## src/design/rv_pkg.sv

```systemverilog
`default_nettype none

package rv_pkg;

    localparam int xlen          = 32;              // data width
    localparam int ram_addr_bits = 10;              // 1024 words, 4 KiB byte space
    localparam logic [xlen-1:0] start_addr = 32'h0000_0204;  // first fetch after reset

    typedef enum logic [6:0] {
        op_imm = 7'b0010011,
        op     = 7'b0110011,
        load   = 7'b0000011,
        store  = 7'b0100011,
        lui    = 7'b0110111,
        auipc  = 7'b0010111,
        jal    = 7'b1101111,
        jalr   = 7'b1100111,
        branch = 7'b1100011
    } opcode_e;

    typedef enum logic [2:0] {
        alu_add, alu_sub, alu_and, alu_or, alu_xor, alu_sll, alu_srl, alu_sra
    } alu_cmd_e;

    typedef enum logic [3:0] {
        s_reset, s_fetch, s_decode, s_exec, s_shift, s_mem, s_write, s_fault
    } state_e;

    typedef enum logic [2:0] {
        cls_alu, cls_load, cls_store, cls_upper, cls_jump, cls_branch
    } instr_class_e;

endpackage

`default_nettype wire

```

## src/design/cpu_control.sv

```systemverilog
`timescale 1ns/1ps
`default_nettype none

module cpu_control import rv_pkg::*; (
    input  logic                     clk,
    input  logic                     rst_n,
    output logic [ram_addr_bits-1:0] mem_addr,
    output logic                     mem_we,
    output logic [xlen-1:0]          mem_wdata,
    input  logic [xlen-1:0]          mem_rdata,
    output logic [4:0]               rf_rs1,
    output logic [4:0]               rf_rs2,
    input  logic [xlen-1:0]          rf_rdata1,
    input  logic [xlen-1:0]          rf_rdata2,
    output logic                     rf_we,
    output logic [4:0]               rf_rd,
    output logic [xlen-1:0]          rf_wdata,
    output logic [xlen-1:0]          pc,
    output logic                     retire,
    output logic [xlen-1:0]          retire_pc,
    output logic                     fault
);

    state_e          state;
    logic            ph;           // second step of fetch, mem, or beq target pass
    logic [xlen-1:0] ir;
    opcode_e         opcode;
    instr_class_e    cls;
    alu_cmd_e        dec_cmd;
    alu_cmd_e        alu_cmd;
    logic [xlen-1:0] imm;
    logic            illegal;
    logic            is_shift;
    logic            tgt_pass;     // beq restarting the alu for pc + imm
    logic            taken;
    logic            alu_start;
    logic            alu_done;
    logic            alu_zero;
    logic [xlen-1:0] alu_a;
    logic [xlen-1:0] alu_b;
    logic [xlen-1:0] alu_result;
    logic            sh_start;
    logic            sh_done;
    logic [4:0]      sh_amount;
    logic [xlen-1:0] sh_result;
    logic [xlen-1:0] pc_plus4;

    instr_decode dec_i (
        .instr(ir), .opcode(opcode), .rd(rf_rd), .rs1(rf_rs1), .rs2(rf_rs2),
        .imm(imm), .alu_cmd(dec_cmd), .instr_class(cls), .illegal(illegal)
    );

    nibble_alu alu_i (
        .clk(clk), .rst_n(rst_n), .start(alu_start), .cmd(alu_cmd),
        .a(alu_a), .b(alu_b), .result(alu_result), .zero(alu_zero), .done(alu_done)
    );

    shift_loop shift_i (
        .clk(clk), .rst_n(rst_n), .start(sh_start), .cmd(dec_cmd),
        .value(rf_rdata1), .amount(sh_amount), .result(sh_result), .done(sh_done)
    );

    assign is_shift  = dec_cmd inside {alu_sll, alu_srl, alu_sra};
    assign pc_plus4  = pc + 32'd4;
    assign tgt_pass  = (cls == cls_branch) && (state == s_exec);
    assign taken     = (cls == cls_jump) || (cls == cls_branch && ph);
    assign alu_cmd   = tgt_pass ? alu_add : dec_cmd;
    assign alu_a     = (opcode == auipc || opcode == jal || tgt_pass) ? pc : rf_rdata1;
    assign alu_b     = (opcode == op || (cls == cls_branch && !tgt_pass)) ? rf_rdata2 : imm;
    assign sh_amount = (opcode == op_imm) ? imm[4:0] : rf_rdata2[4:0];   // shamt or rs2

    // starts fire in decode, so the exec wait is the alu's own 8 cycles
    assign alu_start = (state == s_decode && !illegal && opcode != lui && !is_shift)
                    || (state == s_exec && alu_done && cls == cls_branch && !ph && alu_zero);
    assign sh_start  = (state == s_decode && !illegal && is_shift);

    assign mem_addr  = (state == s_fetch) ? pc[ram_addr_bits+1:2]
                                          : alu_result[ram_addr_bits+1:2];   // word index
    assign mem_we    = (state == s_mem) && !ph && (cls == cls_store);
    assign mem_wdata = rf_rdata2;
    assign fault     = (state == s_fault);
    assign rf_we     = (state == s_write) && (cls inside {cls_alu, cls_load, cls_upper, cls_jump});

    always_comb begin
        case (cls)
            cls_load:  rf_wdata = mem_rdata;   // still addressed in s_write
            cls_jump:  rf_wdata = pc_plus4;    // link
            cls_upper: rf_wdata = (opcode == lui) ? imm : alu_result;
            default:   rf_wdata = is_shift ? sh_result : alu_result;
        endcase
    end

    always_ff @(posedge clk) begin
        if (state == s_fetch && ph)
            ir <= mem_rdata;
        if (state == s_write)
            retire_pc <= pc;   // held until the next retire
    end

    always_ff @(posedge clk) begin
        if (!rst_n) begin
            state  <= s_fetch;
            ph     <= 1'b0;
            pc     <= start_addr;
            retire <= 1'b0;
        end else begin
            retire <= 1'b0;
            case (state)
                s_fetch: begin
                    ph <= !ph;              // address, then ir load
                    if (ph)
                        state <= s_decode;
                end
                s_decode: begin
                    if (illegal)
                        state <= s_fault;
                    else if (opcode == lui)
                        state <= s_write;   // no alu work
                    else if (is_shift)
                        state <= s_shift;
                    else
                        state <= s_exec;
                end
                s_exec: begin
                    if (alu_done) begin
                        if (alu_start)
                            ph <= 1'b1;     // beq equal, now the target
                        else if (cls == cls_load || cls == cls_store)
                            state <= s_mem;
                        else
                            state <= s_write;
                    end
                end
                s_shift: begin
                    if (sh_done)
                        state <= s_write;
                end
                s_mem: begin
                    ph <= !ph;              // access, then data valid
                    if (ph)
                        state <= s_write;
                end
                s_write: begin
                    pc     <= taken ? {alu_result[xlen-1:1], 1'b0} : pc_plus4;
                    retire <= 1'b1;
                    ph     <= 1'b0;
                    state  <= s_fetch;
                end
                s_fault: state <= s_fault;  // until reset
                s_reset: state <= s_fetch;
                default: state <= s_reset;  // stray encodings recover
            endcase
        end
    end

endmodule

`default_nettype wire

```

## src/design/instr_decode.sv

```systemverilog
`timescale 1ns/1ps
`default_nettype none

module instr_decode import rv_pkg::*; (
    input  logic [xlen-1:0] instr,
    output opcode_e         opcode,
    output logic [4:0]      rd,
    output logic [4:0]      rs1,
    output logic [4:0]      rs2,
    output logic [xlen-1:0] imm,
    output alu_cmd_e        alu_cmd,
    output instr_class_e    instr_class,
    output logic            illegal
);

    logic [2:0]      funct3;
    logic            f7_zero;       // funct7 all zero
    logic            f7_alt;        // funct7 0100000, sub and sra
    logic [xlen-1:0] imm_i;
    logic [xlen-1:0] imm_s;
    logic [xlen-1:0] imm_b;
    logic [xlen-1:0] imm_u;
    logic [xlen-1:0] imm_j;

    assign opcode  = opcode_e'(instr[6:0]);   // unknown codes fall to default below
    assign rd      = instr[11:7];
    assign rs1     = instr[19:15];
    assign rs2     = instr[24:20];
    assign funct3  = instr[14:12];
    assign f7_zero = (instr[31:25] == 7'b0000000);
    assign f7_alt  = (instr[31:25] == 7'b0100000);

    assign imm_i = {{20{instr[31]}}, instr[31:20]};
    assign imm_s = {{20{instr[31]}}, instr[31:25], instr[11:7]};
    assign imm_b = {{19{instr[31]}}, instr[31], instr[7], instr[30:25], instr[11:8], 1'b0};
    assign imm_u = {instr[31:12], 12'b0};
    assign imm_j = {{11{instr[31]}}, instr[31], instr[19:12], instr[20], instr[30:21], 1'b0};

    always_comb begin
        imm         = imm_i;            // most common form
        alu_cmd     = alu_add;          // address and target sums
        instr_class = cls_alu;
        illegal     = 1'b0;
        case (opcode)
            op_imm: begin
                case (funct3)
                    3'b000:  alu_cmd = alu_add;
                    3'b001:  alu_cmd = alu_sll;
                    3'b101:  alu_cmd = f7_alt ? alu_sra : alu_srl;
                    default: illegal = 1'b1;   // slti, xori and friends left out
                endcase
                if (funct3 != 3'b000 && !(f7_zero || (f7_alt && funct3 == 3'b101)))
                    illegal = 1'b1;            // bad shift encoding
            end
            op: begin
                case (funct3)
                    3'b000:  alu_cmd = f7_alt ? alu_sub : alu_add;
                    3'b001:  alu_cmd = alu_sll;
                    3'b100:  alu_cmd = alu_xor;
                    3'b101:  alu_cmd = f7_alt ? alu_sra : alu_srl;
                    3'b110:  alu_cmd = alu_or;
                    3'b111:  alu_cmd = alu_and;
                    default: illegal = 1'b1;   // slt, sltu
                endcase
                if (!(f7_zero || (f7_alt && (funct3 == 3'b000 || funct3 == 3'b101))))
                    illegal = 1'b1;
            end
            load: begin
                instr_class = cls_load;
                illegal     = (funct3 != 3'b010);   // lw only
            end
            store: begin
                instr_class = cls_store;
                imm         = imm_s;
                illegal     = (funct3 != 3'b010);   // sw only
            end
            lui, auipc: begin
                instr_class = cls_upper;
                imm         = imm_u;
            end
            jal: begin
                instr_class = cls_jump;
                imm         = imm_j;
            end
            jalr: begin
                instr_class = cls_jump;
                illegal     = (funct3 != 3'b000);
            end
            branch: begin
                instr_class = cls_branch;
                imm         = imm_b;
                alu_cmd     = alu_sub;              // compare pass
                illegal     = (funct3 != 3'b000);   // beq only
            end
            default: illegal = 1'b1;
        endcase
    end

endmodule

`default_nettype wire

```

## src/design/nibble_alu.sv

```systemverilog
`timescale 1ns/1ps
`default_nettype none

module nibble_alu import rv_pkg::*; (
    input  logic            clk,
    input  logic            rst_n,
    input  logic            start,
    input  alu_cmd_e        cmd,
    input  logic [xlen-1:0] a,
    input  logic [xlen-1:0] b,
    output logic [xlen-1:0] result,
    output logic            zero,
    output logic            done
);

    alu_cmd_e        cmd_q;
    alu_cmd_e        cur_cmd;
    logic [xlen-1:0] a_q;          // operands, shifted down a nibble per step
    logic [xlen-1:0] b_q;
    logic [xlen-1:0] b_eff;        // b, inverted for sub
    logic            carry_q;
    logic            carry_in;
    logic            busy;
    logic [2:0]      cnt;          // index of the nibble in work
    logic [3:0]      na;
    logic [3:0]      nb;
    logic [3:0]      nib;
    logic [4:0]      sum;

    // nibble 0 is taken straight from the inputs on the start cycle
    assign b_eff    = (cmd == alu_sub) ? ~b : b;
    assign cur_cmd  = start ? cmd : cmd_q;
    assign na       = start ? a[3:0] : a_q[3:0];
    assign nb       = start ? b_eff[3:0] : b_q[3:0];
    assign carry_in = start ? (cmd == alu_sub) : carry_q;   // +1 completes two's complement
    assign sum      = {1'b0, na} + {1'b0, nb} + {4'b0, carry_in};
    assign zero     = (result == '0);                       // valid with done

    always_comb begin
        case (cur_cmd)
            alu_and: nib = na & nb;
            alu_or:  nib = na | nb;
            alu_xor: nib = na ^ nb;
            default: nib = sum[3:0];   // add and sub
        endcase
    end

    always_ff @(posedge clk) begin
        if (start || busy) begin
            result  <= {nib, result[xlen-1:4]};   // fills from the top, lsb nibble first
            carry_q <= sum[4];
        end
        if (start) begin
            a_q   <= {4'b0, a[xlen-1:4]};
            b_q   <= {4'b0, b_eff[xlen-1:4]};
            cmd_q <= cmd;
        end else if (busy) begin
            a_q <= a_q >> 4;
            b_q <= b_q >> 4;
        end
    end

    always_ff @(posedge clk) begin
        if (!rst_n) begin
            busy <= 1'b0;
            cnt  <= '0;
            done <= 1'b0;
        end else begin
            done <= 1'b0;
            if (start) begin
                busy <= 1'b1;
                cnt  <= 3'd1;
            end else if (busy) begin
                cnt <= cnt + 3'd1;
                if (cnt == 3'd7) begin   // last nibble this cycle
                    busy <= 1'b0;
                    done <= 1'b1;
                end
            end
        end
    end

endmodule

`default_nettype wire

```

## src/design/shift_loop.sv

```systemverilog
`timescale 1ns/1ps
`default_nettype none

module shift_loop import rv_pkg::*; (
    input  logic            clk,
    input  logic            rst_n,
    input  logic            start,
    input  alu_cmd_e        cmd,
    input  logic [xlen-1:0] value,
    input  logic [4:0]      amount,
    output logic [xlen-1:0] result,
    output logic            done
);

    alu_cmd_e        cmd_q;
    logic [xlen-1:0] data_q;
    logic [4:0]      cnt;          // bits still to move
    logic            busy;

    assign result = data_q;
    assign done   = busy && (cnt == 5'd0);   // one cycle, busy drops on the same edge

    always_ff @(posedge clk) begin
        if (start) begin
            data_q <= value;
            cmd_q  <= cmd;
        end else if (busy && cnt != 5'd0) begin
            case (cmd_q)
                alu_sll: data_q <= {data_q[xlen-2:0], 1'b0};
                alu_sra: data_q <= {data_q[xlen-1], data_q[xlen-1:1]};   // sign refill
                default: data_q <= {1'b0, data_q[xlen-1:1]};             // srl
            endcase
        end
    end

    always_ff @(posedge clk) begin
        if (!rst_n) begin
            busy <= 1'b0;
            cnt  <= '0;
        end else if (start) begin
            busy <= 1'b1;
            cnt  <= amount;
        end else if (busy) begin
            if (cnt == 5'd0)
                busy <= 1'b0;
            else
                cnt <= cnt - 5'd1;
        end
    end

endmodule

`default_nettype wire

```

## config.mk

```make
export PLATFORM = sky130hd
export DESIGN_NAME = cpu_control
export DESIGN_NICKNAME = d
export VERILOG_FILES = /design/src/design/rv_pkg.sv /design/src/design/cpu_control.sv /design/src/design/instr_decode.sv /design/src/design/nibble_alu.sv /design/src/design/shift_loop.sv
export SDC_FILE = /design/constraint.sdc
export NUM_CORES = 1
export LEC_CHECK = 0
export ABC_AREA = 1
export BUFFER_PORTS_ARGS = -buffer_cell sky130_fd_sc_hd__buf_2
export CAP_MARGIN = 20
export CELL_PAD_IN_SITES_DETAIL_PLACEMENT = 2
export CELL_PAD_IN_SITES_GLOBAL_PLACEMENT = 2
export CORE_MARGIN = 2
export CORE_UTILIZATION = 36
export CTS_BUF_LIST = sky130_fd_sc_hd__clkbuf_2 sky130_fd_sc_hd__clkbuf_4 sky130_fd_sc_hd__clkbuf_8
export DETAILED_ROUTE_END_ITERATION = 7
export PLACE_DENSITY_LB_ADDON = 0.1
export SYNTH_ARGS = -nofsm -noshare
export SYNTH_HDL_FRONTEND = slang
export SYNTH_HIERARCHICAL = 1
export SYNTH_SLANG_ARGS = --single-unit
export TNS_END_PERCENT = 100
```

## constraint.sdc

```tcl
create_clock -name clk -period 13.3 [get_ports clk]
set_clock_uncertainty 0.2 [all_clocks]
set_input_delay 1.33 -clock clk [delete_from_list [all_inputs] [get_ports clk]]
set_output_delay 1.33 -clock clk [all_outputs]
set_load 0.02 [all_outputs]
```

==> metrics.csv, run 1 <==
metric,value,unit
gr ovfl total,0,
switching part of the total,0.352,
setup fix buffers added after clock tree synthesis,0,
power spent charging and discharging nets,0.763,mW
CP Max Fanout,32,
Gate Count Post-Synth,1948,
gr usage total,0.312,
Total Nets Final,2233,
number of cell rows,74,
post-placement cell count,2604,
fraction of power consumed by sequential logic,0.408,
number of endpoints failing setup at the final stage,0,
routed length per placed instance,25.5,µm
Die ar.,43400,µm²
worst min-delay path class,flip-flop to flip-flop,
CTS hold repair buffers,0,
Num Clock Sinks,237,
IO buf count,252,
Power Density,127,nW/µm²
root cell of the clock tree,clkbuf_8,
y dimension of the die,208,µm
total inserted antenna cells,0,
aggregate routed wire length,68.6,mm
weighted congestion reported at the end of routability-driven placement,0.882,
vias per cell,5.43,
number of clock buffers inserted by TritonCTS,47,
clock tree from TritonCTS,built,
setup repair after global routing missed its margin,false,
final hold violation count,0,
Leak,7.35,nW
Clock Path Buffers,3,
crit path capture type,primary output,
Horiz. Die Dim,208,µm
count of vias placed by the detailed router,14600,
remaining number of nets flagged by the antenna check after routing,0,
synthesized cell area,15000,µm²
worst relative slew slack,0.321,
required arrival time at the worst endpoint,11.77,ns
post-layout instance count excluding filler cells,2691,
starting density of the core,0.366,
syn avg cell area,7.72,µm²
number of instances on the worst hold path,2,
Worst-Margin Slew,1.02,ns
share of power burned in the clock network,0.362,
number of global-route vias before repair,15300,
maximum VDD drop,0.0751,mV
IO Count,255,
Layout Area Growth over Synthesis,13.9,%
Core ar.,41000,µm²
CTS resizes,0,
cell-internal power,1.40,mW
total negative slack,0,ns
"CTS clk-pin slew, worst paths",0.06,ns
synthesis warning total,6,
"Worst Path Class, Setup",flip-flop to primary output,
highest attainable clock frequency,0.176,GHz
Unique masters post-synth,54,
share of the clock period used by the worst path,0.426,
nature of the critical path startpoint,flip-flop,
1st-iter DRT viols,1106,
#FFs+latches synth,237,
proportion of power drawn by combinational gates,0.230,
max-cap check violation count,0,
post-synthesis sequential area ratio,0.440,
iteration count of the initial detailed-routing pass,5,
worst reg2reg path depth,23,
clock latency of the later-clocked register in the worst-skew pair,0.65,ns
DPL Wire Length,51.8,mm
cell area after layout,17100,µm²
worst path arrival time,4.14,ns
Design Power,2.17,mW
number of DRC violations after detailed routing,0,
final critical delay including setup and external delays,5.67,ns
result of the run,"complete, no violations",
initial antenna violation count,0,
largest net degree at the start of global routing,74,
DP Area,16200,µm²
Max H-tree Level,2,
fraction of final layout cells sized beyond drive strength 1,0.209,
global-route wire length before repair,101,mm
Max Transition Viols Final,0,
## metrics by stage
stage	setup slack (ns)	utilization	hold WS, ns
floorplan	8.78	-	0.239
global placement	8.25	0.394	0.251
detailed placement	8.00	0.394	0.262
CTS	7.61	0.417	0.271
global route	7.42	0.417	0.289
finish	7.63	0.417	0.270
## worst paths after layout
check | startpoint | endpoint | slack, ns
worst min register to register | alu_i/cnt[1] | alu_i/cnt[1] | 0.27
worst max-delay path | ir[3] | rf_wdata[22] | 7.63
worst max register to register | ir[31] | alu_i/result[30] | 7.95
worst min-delay path | alu_i/cnt[1] | alu_i/cnt[1] | 0.27
## Yosys cell counts, drive strengths merged
library cell | instances | share of area
nor4 | 4 | 0.0017
nor2 | 185 | 0.052
nand3b | 4 | 0.0022
fa | 2 | 0.0027
a21boi | 2 | 0.0010
nand2 | 671 | 0.17
conb | 1 | 0.00025
nand4 | 33 | 0.014
inv | 206 | 0.052
clkbuf | 24 | 0.0060
a31oi | 35 | 0.015
a22oi | 1 | 0.00050
xnor2 | 1 | 0.00058
nor3 | 10 | 0.0040
o21ai | 146 | 0.051
o21a | 1 | 0.00050
edfxtp | 187 | 0.37
and3 | 1 | 0.00042
ha | 12 | 0.010
o22ai | 19 | 0.0079
o211ai | 49 | 0.024
o21bai | 2 | 0.0010
a211oi | 2 | 0.0010
a21oi | 62 | 0.022
or2 | 4 | 0.0017
nand3 | 70 | 0.025
mux2 | 26 | 0.021
xor2 | 17 | 0.0099
dfxtp | 50 | 0.067
o31ai | 1 | 0.0014
buf | 120 | 0.057
## final cells by class
| class | instances | area [µm²] |
|---|---|---|
| fill | 4845 | 23900 |
| clock inverter | 16 | 106 |
| sequential | 237 | 6620 |
| timing repair buffer | 267 | 1370 |
| tap | 532 | 666 |
| inverter | 206 | 782 |
| multi-input combinational | 1362 | 6730 |
| clock buffer | 71 | 846 |
## flip-flops by register name (all words and copies together) (netlist names), 5 cells and up
register,count
alu_i/result,32
pc,31
shift_i/result,32
ir,32
alu_i/b_q,28
shift_i/cnt,5
alu_i/a_q,28
retire_pc,31
## cell usage in the layout (no fill, tap or decap), drive strengths merged, types with 4 or more instances in the layout
cell,netlist,routed
nand4,33,33
nand3b,4,4
dfxtp,50,50
a21oi,62,62
or2,4,4
nor2,185,185
o21ai,146,146
edfxtp,187,187
xor2,17,17
a31oi,35,35
nor3,10,10
o22ai,19,19
mux2,26,26
nand2,671,671
inv,206,206
o211ai,49,49
nor4,4,4
clkbuf,24,71
buf,120,267
nand3,70,70
ha,12,12
clkinv,0,14
## kinds of logic (layout without fill, tap and decap cells)
group	after synthesis	count (layout)	synth area share
flip-flops	237	237	0.440
AND/OR/NAND/NOR	982	982	0.274
adder cells (fa/ha/maj)	14	14	0.0127
XOR/XNOR	18	18	0.0105
other	1	2	0.000250
AO/OA/AOI/OAI	320	320	0.126
buffers and inverters	350	560	0.115
multiplexers	26	26	0.0215
## power groups by stage
stage | Clock [mW] | Sequential [mW] | Combinational [mW]
5_1_grt | 0.829 | 0.889 | 0.533
3_3_place_gp | 0 | 0.897 | 0.485
3_5_place_dp | 0 | 0.900 | 0.495
2_1_floorplan | 0 | 0.885 | 0.324
4_1_cts | 0.802 | 0.884 | 0.498
6_report | 0.785 | 0.884 | 0.499
## worst max-delay path: stages (launching register included)
cell,delay [ns]
edfxtp_1,0.48
inv_1,0.09
nand3_2,0.08
nor2_2,0.05
nand2_4,0.16
nand3_1,0.37
nor2_4,0.89
a21oi_2,0.22
buf_4,0.33
inv_1,0.24
a21oi_1,0.07
nor2_1,0.24
nand2_1,0.10
buf_2,0.17
## per-layer routing
metal | global-route usage | up-vias | part of all wire
li1 | - | 6726 | -
met1 | 0.399 | 7365 | 0.42
met2 | 0.547 | 447 | 0.50
met3 | 0.0346 | 79 | 0.047
met4 | 0.109 | 0 | 0.033
met5 | 0 | - | 0
(Power assumes the default switching activity.)
==> run 2: changes to the inputs <==
Settings changed: CORE_UTILIZATION 36 to 34.
Clock period 13.3 ns to 5.32 ns, I/O delays scaled along.
==> run 2 against run 1 <==
Net effect:
- first-iteration DRC count grew 6.7%
- via count grew 1.7%
- final cell count rose by 3.6%
- cell area is 2.6% higher
- combinational power rose to 2.6 times the previous value
- critical endpoint is now alu_i/result[30]
- largest cell class unchanged
- highest routed layer unchanged
==> metrics.csv, run 2 (synthesis gave the netlist of run 1 again) <==
metric,value,unit,change
number of cell rows,77,,+4.1%
cell area after layout,17600,µm²,+2.6%
initial antenna violation count,0,,unchanged
maximum VDD drop,0.161,mV,+110%
post-layout instance count excluding filler cells,2788,,+3.6%
Power Density,309,nW/µm²,+140%
worst path arrival time,4.69,ns,+0.55 ns
clock tree from TritonCTS,built,,
IO buf count,252,,unchanged
worst min-delay path class,input port to flip-flop,,
total negative slack,0,ns,unchanged
total inserted antenna cells,0,,unchanged
CTS hold repair buffers,33,,+33
final critical delay including setup and external delays,4.51,ns,
Layout Area Growth over Synthesis,16.8,%,
aggregate routed wire length,70.7,mm,+3.0%
largest registers,"alu_i/result (32), ir (32), shift_i/result (32)",,
Core ar.,43900,µm²,+7.1%
final hold violation count,0,,unchanged
gr usage total,0.305,,-0.00770
DPL Wire Length,53.5,mm,+3.3%
"commonest non-fill, non-tap cell in the layout",nand2_1,,
worst relative slew slack,0.321,,about the same
gr ovfl total,0,,unchanged
Max H-tree Level,2,,unchanged
Leak,7.50,nW,+2.0%
required arrival time at the worst endpoint,5.50,ns,-6.27 ns
Horiz. Die Dim,214,µm,+2.8%
fraction of final layout cells sized beyond drive strength 1,0.206,,-0.00306
IO Count,255,,unchanged
global-route wire length before repair,104,mm,+3.6%
setup repair after global routing missed its margin,false,,
Num Clock Sinks,237,,unchanged
Clock Path Buffers,3,,unchanged
Worst-Margin Slew,1.01,ns,-0.00945 ns
crit path capture type,flip-flop,,
share of the clock period used by the worst path,0.847,,
1st-iter DRT viols,1180,,+6.7%
Die ar.,45900,µm²,+5.8%
clock latency of the later-clocked register in the worst-skew pair,0.64,ns,about the same
vias per cell,5.33,,-1.8%
post-placement cell count,2668,,+2.5%
count of vias placed by the detailed router,14900,,+1.7%
DP Area,16300,µm²,+0.77%
weighted congestion reported at the end of routability-driven placement,0.894,,+1.4%
Design Power,5.43,mW,+150%
number of endpoints failing setup at the final stage,0,,unchanged
max-cap check violation count,0,,unchanged
number of DRC violations after detailed routing,0,,unchanged
nature of the critical path startpoint,flip-flop,,
CP Max Fanout,45,,+41%
Total Nets Final,2270,,+1.7%
"CTS clk-pin slew, worst paths",0.06,ns,about the same
number of clock buffers inserted by TritonCTS,47,,unchanged
result of the run,"complete, no violations",,
largest net degree at the start of global routing,64,,-14%
Max Transition Viols Final,0,,unchanged
CTS resizes,0,,unchanged
"commonest cells after routing, fill and taps aside","nand2_1, buf_2, inv_1, edfxtp_1, nor2_1",,
setup fix buffers added after clock tree synthesis,0,,unchanged
iteration count of the initial detailed-routing pass,5,,unchanged
highest attainable clock frequency,0.222,GHz,
remaining number of nets flagged by the antenna check after routing,0,,unchanged
number of global-route vias before repair,15900,,+4.2%
worst hold-check slack,0.0544,ns,-0.215 ns
root cell of the clock tree,clkbuf_8,,
starting density of the core,0.342,,-0.0243
y dimension of the die,214,µm,+2.8%
routed length per placed instance,25.3,µm,-0.55%
"Worst Path Class, Setup",flip-flop to flip-flop,,
==> run 2: cell count changes in the layout (fill, tap and decap cells not counted), moves of 2 or more <==
| cell | delta |
|---|---|
| buf_12 | +2 |
| clkinv_1 | +3 |
| dlygate4sd3_1 | +33 |
| buf_4 | +2 |
| clkinv_2 | -3 |
| clkbuf_8 | +2 |
==> run 2: power by group <==
part / switching [mW] / internal [mW] / total, mW
Clock: 0.906 / 1.04 / 1.94
Sequential: 0.0976 / 2.11 / 2.21
Combinational: 0.931 / 0.352 / 1.28
==> run 2: cell type report <==
type                       count  area (µm²)
tap                          592         741
clock inverter                15        70.1
inverter                     206         782
fill                        5142       26400
multi-input combinational   1362        6720
timing repair buffer         304        1760
sequential                   237        6620
clock buffer                  72         866
==> run 2: final timing paths <==
check          startpoint           endpoint  slack [ns]  cells after the start
min reg2reg  alu_i/cnt[1]       alu_i/cnt[1]        0.27                      2
max                ir[31]   alu_i/result[30]        0.81                     21
min          rf_rdata1[0]  shift_i/result[0]        0.05                      3
max reg2reg        ir[31]   alu_i/result[30]        0.81                     21
==> run 2: per-stage QoR <==
stage	utilization	worst slack, ns
after floorplan	-	0.800
after global routing	0.400	0.435
after global placement	0.371	0.962
after detailed placement	0.371	0.873
final	0.400	0.811
after CTS	0.400	0.858
==> run 2: critical path, stage by stage, from the launching register on <==
cell      delay, ns
edfxtp_1       0.59
nor2_1         0.18
nand2_1        0.06
nor2_1         0.19
nor2_1         0.09
o21ai_0        0.15
nand2_1        0.07
nand2_1        0.13
inv_1          0.08
a21oi_1        0.17
inv_1          0.09
nand2_1        0.14
o21ai_4        0.08
inv_4          0.36
nand2_1        0.14
o21ai_0        0.16
inv_1          0.13
fa_1           0.46
fa_1           0.47
xnor2_1        0.14
nand3_1        0.08
nand4_1        0.08
==> run 2: metal layers <==
metal	share of wire	track usage
met1	0.41	0.374
met2	0.51	0.545
met3	0.050	0.0438
met4	0.034	0.108
met5	0	0
==> run 3: changes to the inputs <==
Settings changed: ABC_AREA 1 to 0, CORE_UTILIZATION 34 to 37.
Clock period 5.32 ns to 4.5 ns, I/O delays scaled along.
==> run 3 against run 2 <==
Net effect:
- sequential power increased by 21%
- via count decreased by 11%
- die area is 9.5% lower
- first-iteration DRC count fell by 5.8%
- synthesized area decreased by 1.7%
- non-clock buffer count up 92
- final cell count down 18%
- critical path type is now flip-flop to primary output
==> metrics.csv, run 3 <==
metric,value,unit,change
max-cap check violation count,0,,unchanged
y dimension of the die,204,µm,-4.8%
iteration count of the initial detailed-routing pass,5,,unchanged
"Worst Path Class, Setup",flip-flop to primary output,,
total negative slack,0,ns,unchanged
count of vias placed by the detailed router,13300,,-11%
post-synthesis sequential area ratio,0.448,,+0.00742
aggregate routed wire length,67.4,mm,-4.6%
CP Max Fanout,29,,-36%
number of cell rows,73,,-5.2%
worst path arrival time,3.69,ns,-1.00 ns
Die ar.,41600,µm²,-9.5%
gr ovfl total,0,,unchanged
number of endpoints failing setup at the final stage,0,,unchanged
power spent charging and discharging nets,2.31,mW,+19%
Power Density,371,nW/µm²,+20%
gr usage total,0.321,,+0.0163
number of DRC violations after detailed routing,0,,unchanged
"EDFF count, synth",187,,unchanged
leading post-synthesis cells by cell area,"edfxtp_1, mux2_2, dfxtp_1",,
routed length per placed instance,29.4,µm,+16%
synthesis warning total,6,,unchanged
post-route setup slack,0.158,ns,-0.654 ns
Unique masters post-synth,103,,+91%
Layout Area Growth over Synthesis,22.5,%,
clock latency of the later-clocked register in the worst-skew pair,0.65,ns,about the same
required arrival time at the worst endpoint,3.85,ns,-1.65 ns
IO Count,255,,unchanged
highest attainable clock frequency,0.230,GHz,
syn avg cell area,10.2,µm²,+32%
synthesized cell area,14800,µm²,-1.7%
worst min-delay path class,input port to flip-flop,,
nature of the critical path startpoint,flip-flop,,
async set-reset flop share out of synthesis,0,,unchanged
proportion of power drawn by combinational gates,0.253,,+0.017
"commonest non-fill, non-tap cell in the layout",buf_2,,
worst relative slew slack,0.309,,-0.0114
maximum VDD drop,0.217,mV,+35%
initial antenna violation count,4,,+4
largest registers,"alu_i/result (32), ir (32), shift_i/result (32)",,
weighted congestion reported at the end of routability-driven placement,0.921,,+3.0%
setup fix buffers added after clock tree synthesis,0,,unchanged
DPL Wire Length,49.6,mm,-7.3%
crit path capture type,primary output,,
share of power burned in the clock network,0.350,,-0.007
final hold violation count,0,,unchanged
switching part of the total,0.343,,-0.0126
#FFs+latches synth,237,,unchanged
fraction of final layout cells sized beyond drive strength 1,0.327,,+0.122
1st-iter DRT viols,1112,,-5.8%
Horiz. Die Dim,204,µm,-4.8%
Num Clock Sinks,237,,unchanged
Gate Count Post-Synth,1446,,-26%
number of clock buffers inserted by TritonCTS,47,,unchanged
clock tree from TritonCTS,built,,
Filler cells,4191,,-18%
cell area after layout,18100,µm²,+3.1%
library cell with the highest instance count after synthesis,edfxtp_1,,
top_reg_cell synth,edfxtp_1,,
Max Transition Viols Final,0,,unchanged
vias per cell,5.79,,+8.6%
starting density of the core,0.374,,+0.0316
Core ar.,39500,µm²,-10%
final critical delay including setup and external delays,4.34,ns,
global-route wire length before repair,96.8,mm,-7.2%
result of the run,"complete, no violations",,
DP Area,16400,µm²,+0.78%
"commonest cells after routing, fill and taps aside","buf_2, edfxtp_1, nand2_1, mux2_2, a21oi_1",,
setup repair after global routing missed its margin,true,,
number of global-route vias before repair,13900,,-13%
top-area cell type share of the netlist area,0.380,,+0.00629
Worst-Margin Slew,1.03,ns,+0.0239 ns
largest net degree at the start of global routing,42,,-34%
remaining number of nets flagged by the antenna check after routing,0,,unchanged
Clock Path Buffers,3,,unchanged
top cell types by occurrence after synthesis,"edfxtp_1, nand2_1, mux2_2",,
cell-internal power,4.41,mW,+26%
root cell of the clock tree,clkbuf_8,,
"CTS clk-pin slew, worst paths",0.06,ns,about the same
fraction of power consumed by sequential logic,0.398,,-0.009
share of the clock period used by the worst path,0.965,,
Leak,7.09,nW,-5.4%
Max H-tree Level,2,,unchanged
post-placement setup slack,0.190,ns,-0.683 ns
Total Nets Final,1844,,-19%
Yosys top cell by area,edfxtp_1,,
IO buf count,252,,unchanged
[run 3: changes by cell type in the layout (fill, tap and decap cells not counted), sizes merged, moves of 46 or more]
cell,before,now
buf,271,332
inv,206,38
mux2,26,108
mux2i,0,65
nand2,671,152
nor2,185,73
o21ai,146,69
xnor2,1,47
[run 3: critical path, cell delays in order (launching register included)]
cell and delay, ns:
edfxtp_1 0.41, nor4_2 0.32, buf_4 0.18, nand3_1 0.16, a2111oi_4 0.39, a311o_1 0.23
buf_4 0.15, o21a_1 0.17, buf_12 0.20, nand2_1 0.13, a21oi_1 0.17, a221oi_1 0.07
o21ai_1 0.21, buf_2 0.23
[run 3: layer usage]
metal / vias up / routed length [µm] / share of wire / GRT usage
li1: 5873 / - / - / -
met1: 6780 / 29600 / 0.44 / 0.446
met2: 524 / 31200 / 0.46 / 0.505
met3: 112 / 4100 / 0.061 / 0.0494
met4: 0 / 2470 / 0.037 / 0.118
met5: - / 0 / 0 / 0
[run 3: worst paths after layout]
path | start | end | slack (ns) | depth (start not counted)
worst max register to register | ir[31] | alu_i/result[29] | 0.20 | 15
worst min-delay path | rst_n | pc[9] | 0.05 | 2
worst min register to register | shift_i/cnt[1] | shift_i/cnt[1] | 0.32 | 2
worst max-delay path | ir[31] | rf_wdata[23] | 0.16 | 13
[run 3: stage by stage]
stage           util  power, mW  hold WS [ns]  instances
2_1_floorplan      -       3.69         0.265       1447
3_3_place_gp   0.415       4.28         0.288       2143
3_5_place_dp   0.415       4.31         0.298       2143
4_1_cts        0.456       6.68        0.0273       2292
5_1_grt        0.458       6.93        0.0443       2293
6_report       0.458       6.72        0.0533       2294
[run 3: power by group through the flow]
| stage | Clock (mW) | Combinational (mW) | Sequential [mW] |
|---|---|---|---|
| 6_report | 2.35 | 1.70 | 2.67 |
| 5_1_grt | 2.46 | 1.79 | 2.69 |
| 4_1_cts | 2.37 | 1.66 | 2.66 |
| 3_5_place_dp | 0 | 1.60 | 2.70 |
| 3_3_place_gp | 0 | 1.58 | 2.69 |
| 2_1_floorplan | 0 | 1.05 | 2.64 |
[run 3: cell type report]
| type | count | area (µm²) | area share |
|---|---|---|---|
| multi-input combinational | 1013 | 7190 | 0.397 |
| sequential | 237 | 6620 | 0.365 |
| timing repair buffer | 396 | 2530 | 0.140 |
| clock buffer | 75 | 907 | 0.0501 |
| tap | 525 | 657 | 0.0363 |
| inverter | 37 | 139 | 0.00767 |
| clock inverter | 10 | 63.8 | 0.00352 |
| antenna | 1 | 2.50 | 0.000138 |
[run 3: cells by family (layout without fill, tap and decap cells)]
group                    Yosys count  count (layout)  synth area share
multiplexers                     173             173             0.127
buffers and inverters            197             518            0.0748
AO/OA/AOI/OAI                    338             338             0.151
XOR/XNOR                          63              63            0.0373
other                              1               3          0.000254
adder cells (fa/ha/maj)           14              14            0.0129
flip-flops                       237             237             0.448
AND/OR/NAND/NOR                  423             423             0.150
[run 3: what timing repair did]
action | 4_1_cts | 5_1_grt
pin swaps | 0 | 1
hold buffers | 64 | 0
setup endpoints to repair | 4 | 28
gates resized for setup | 5 | 12
hold endpoints to repair | 64 | 0
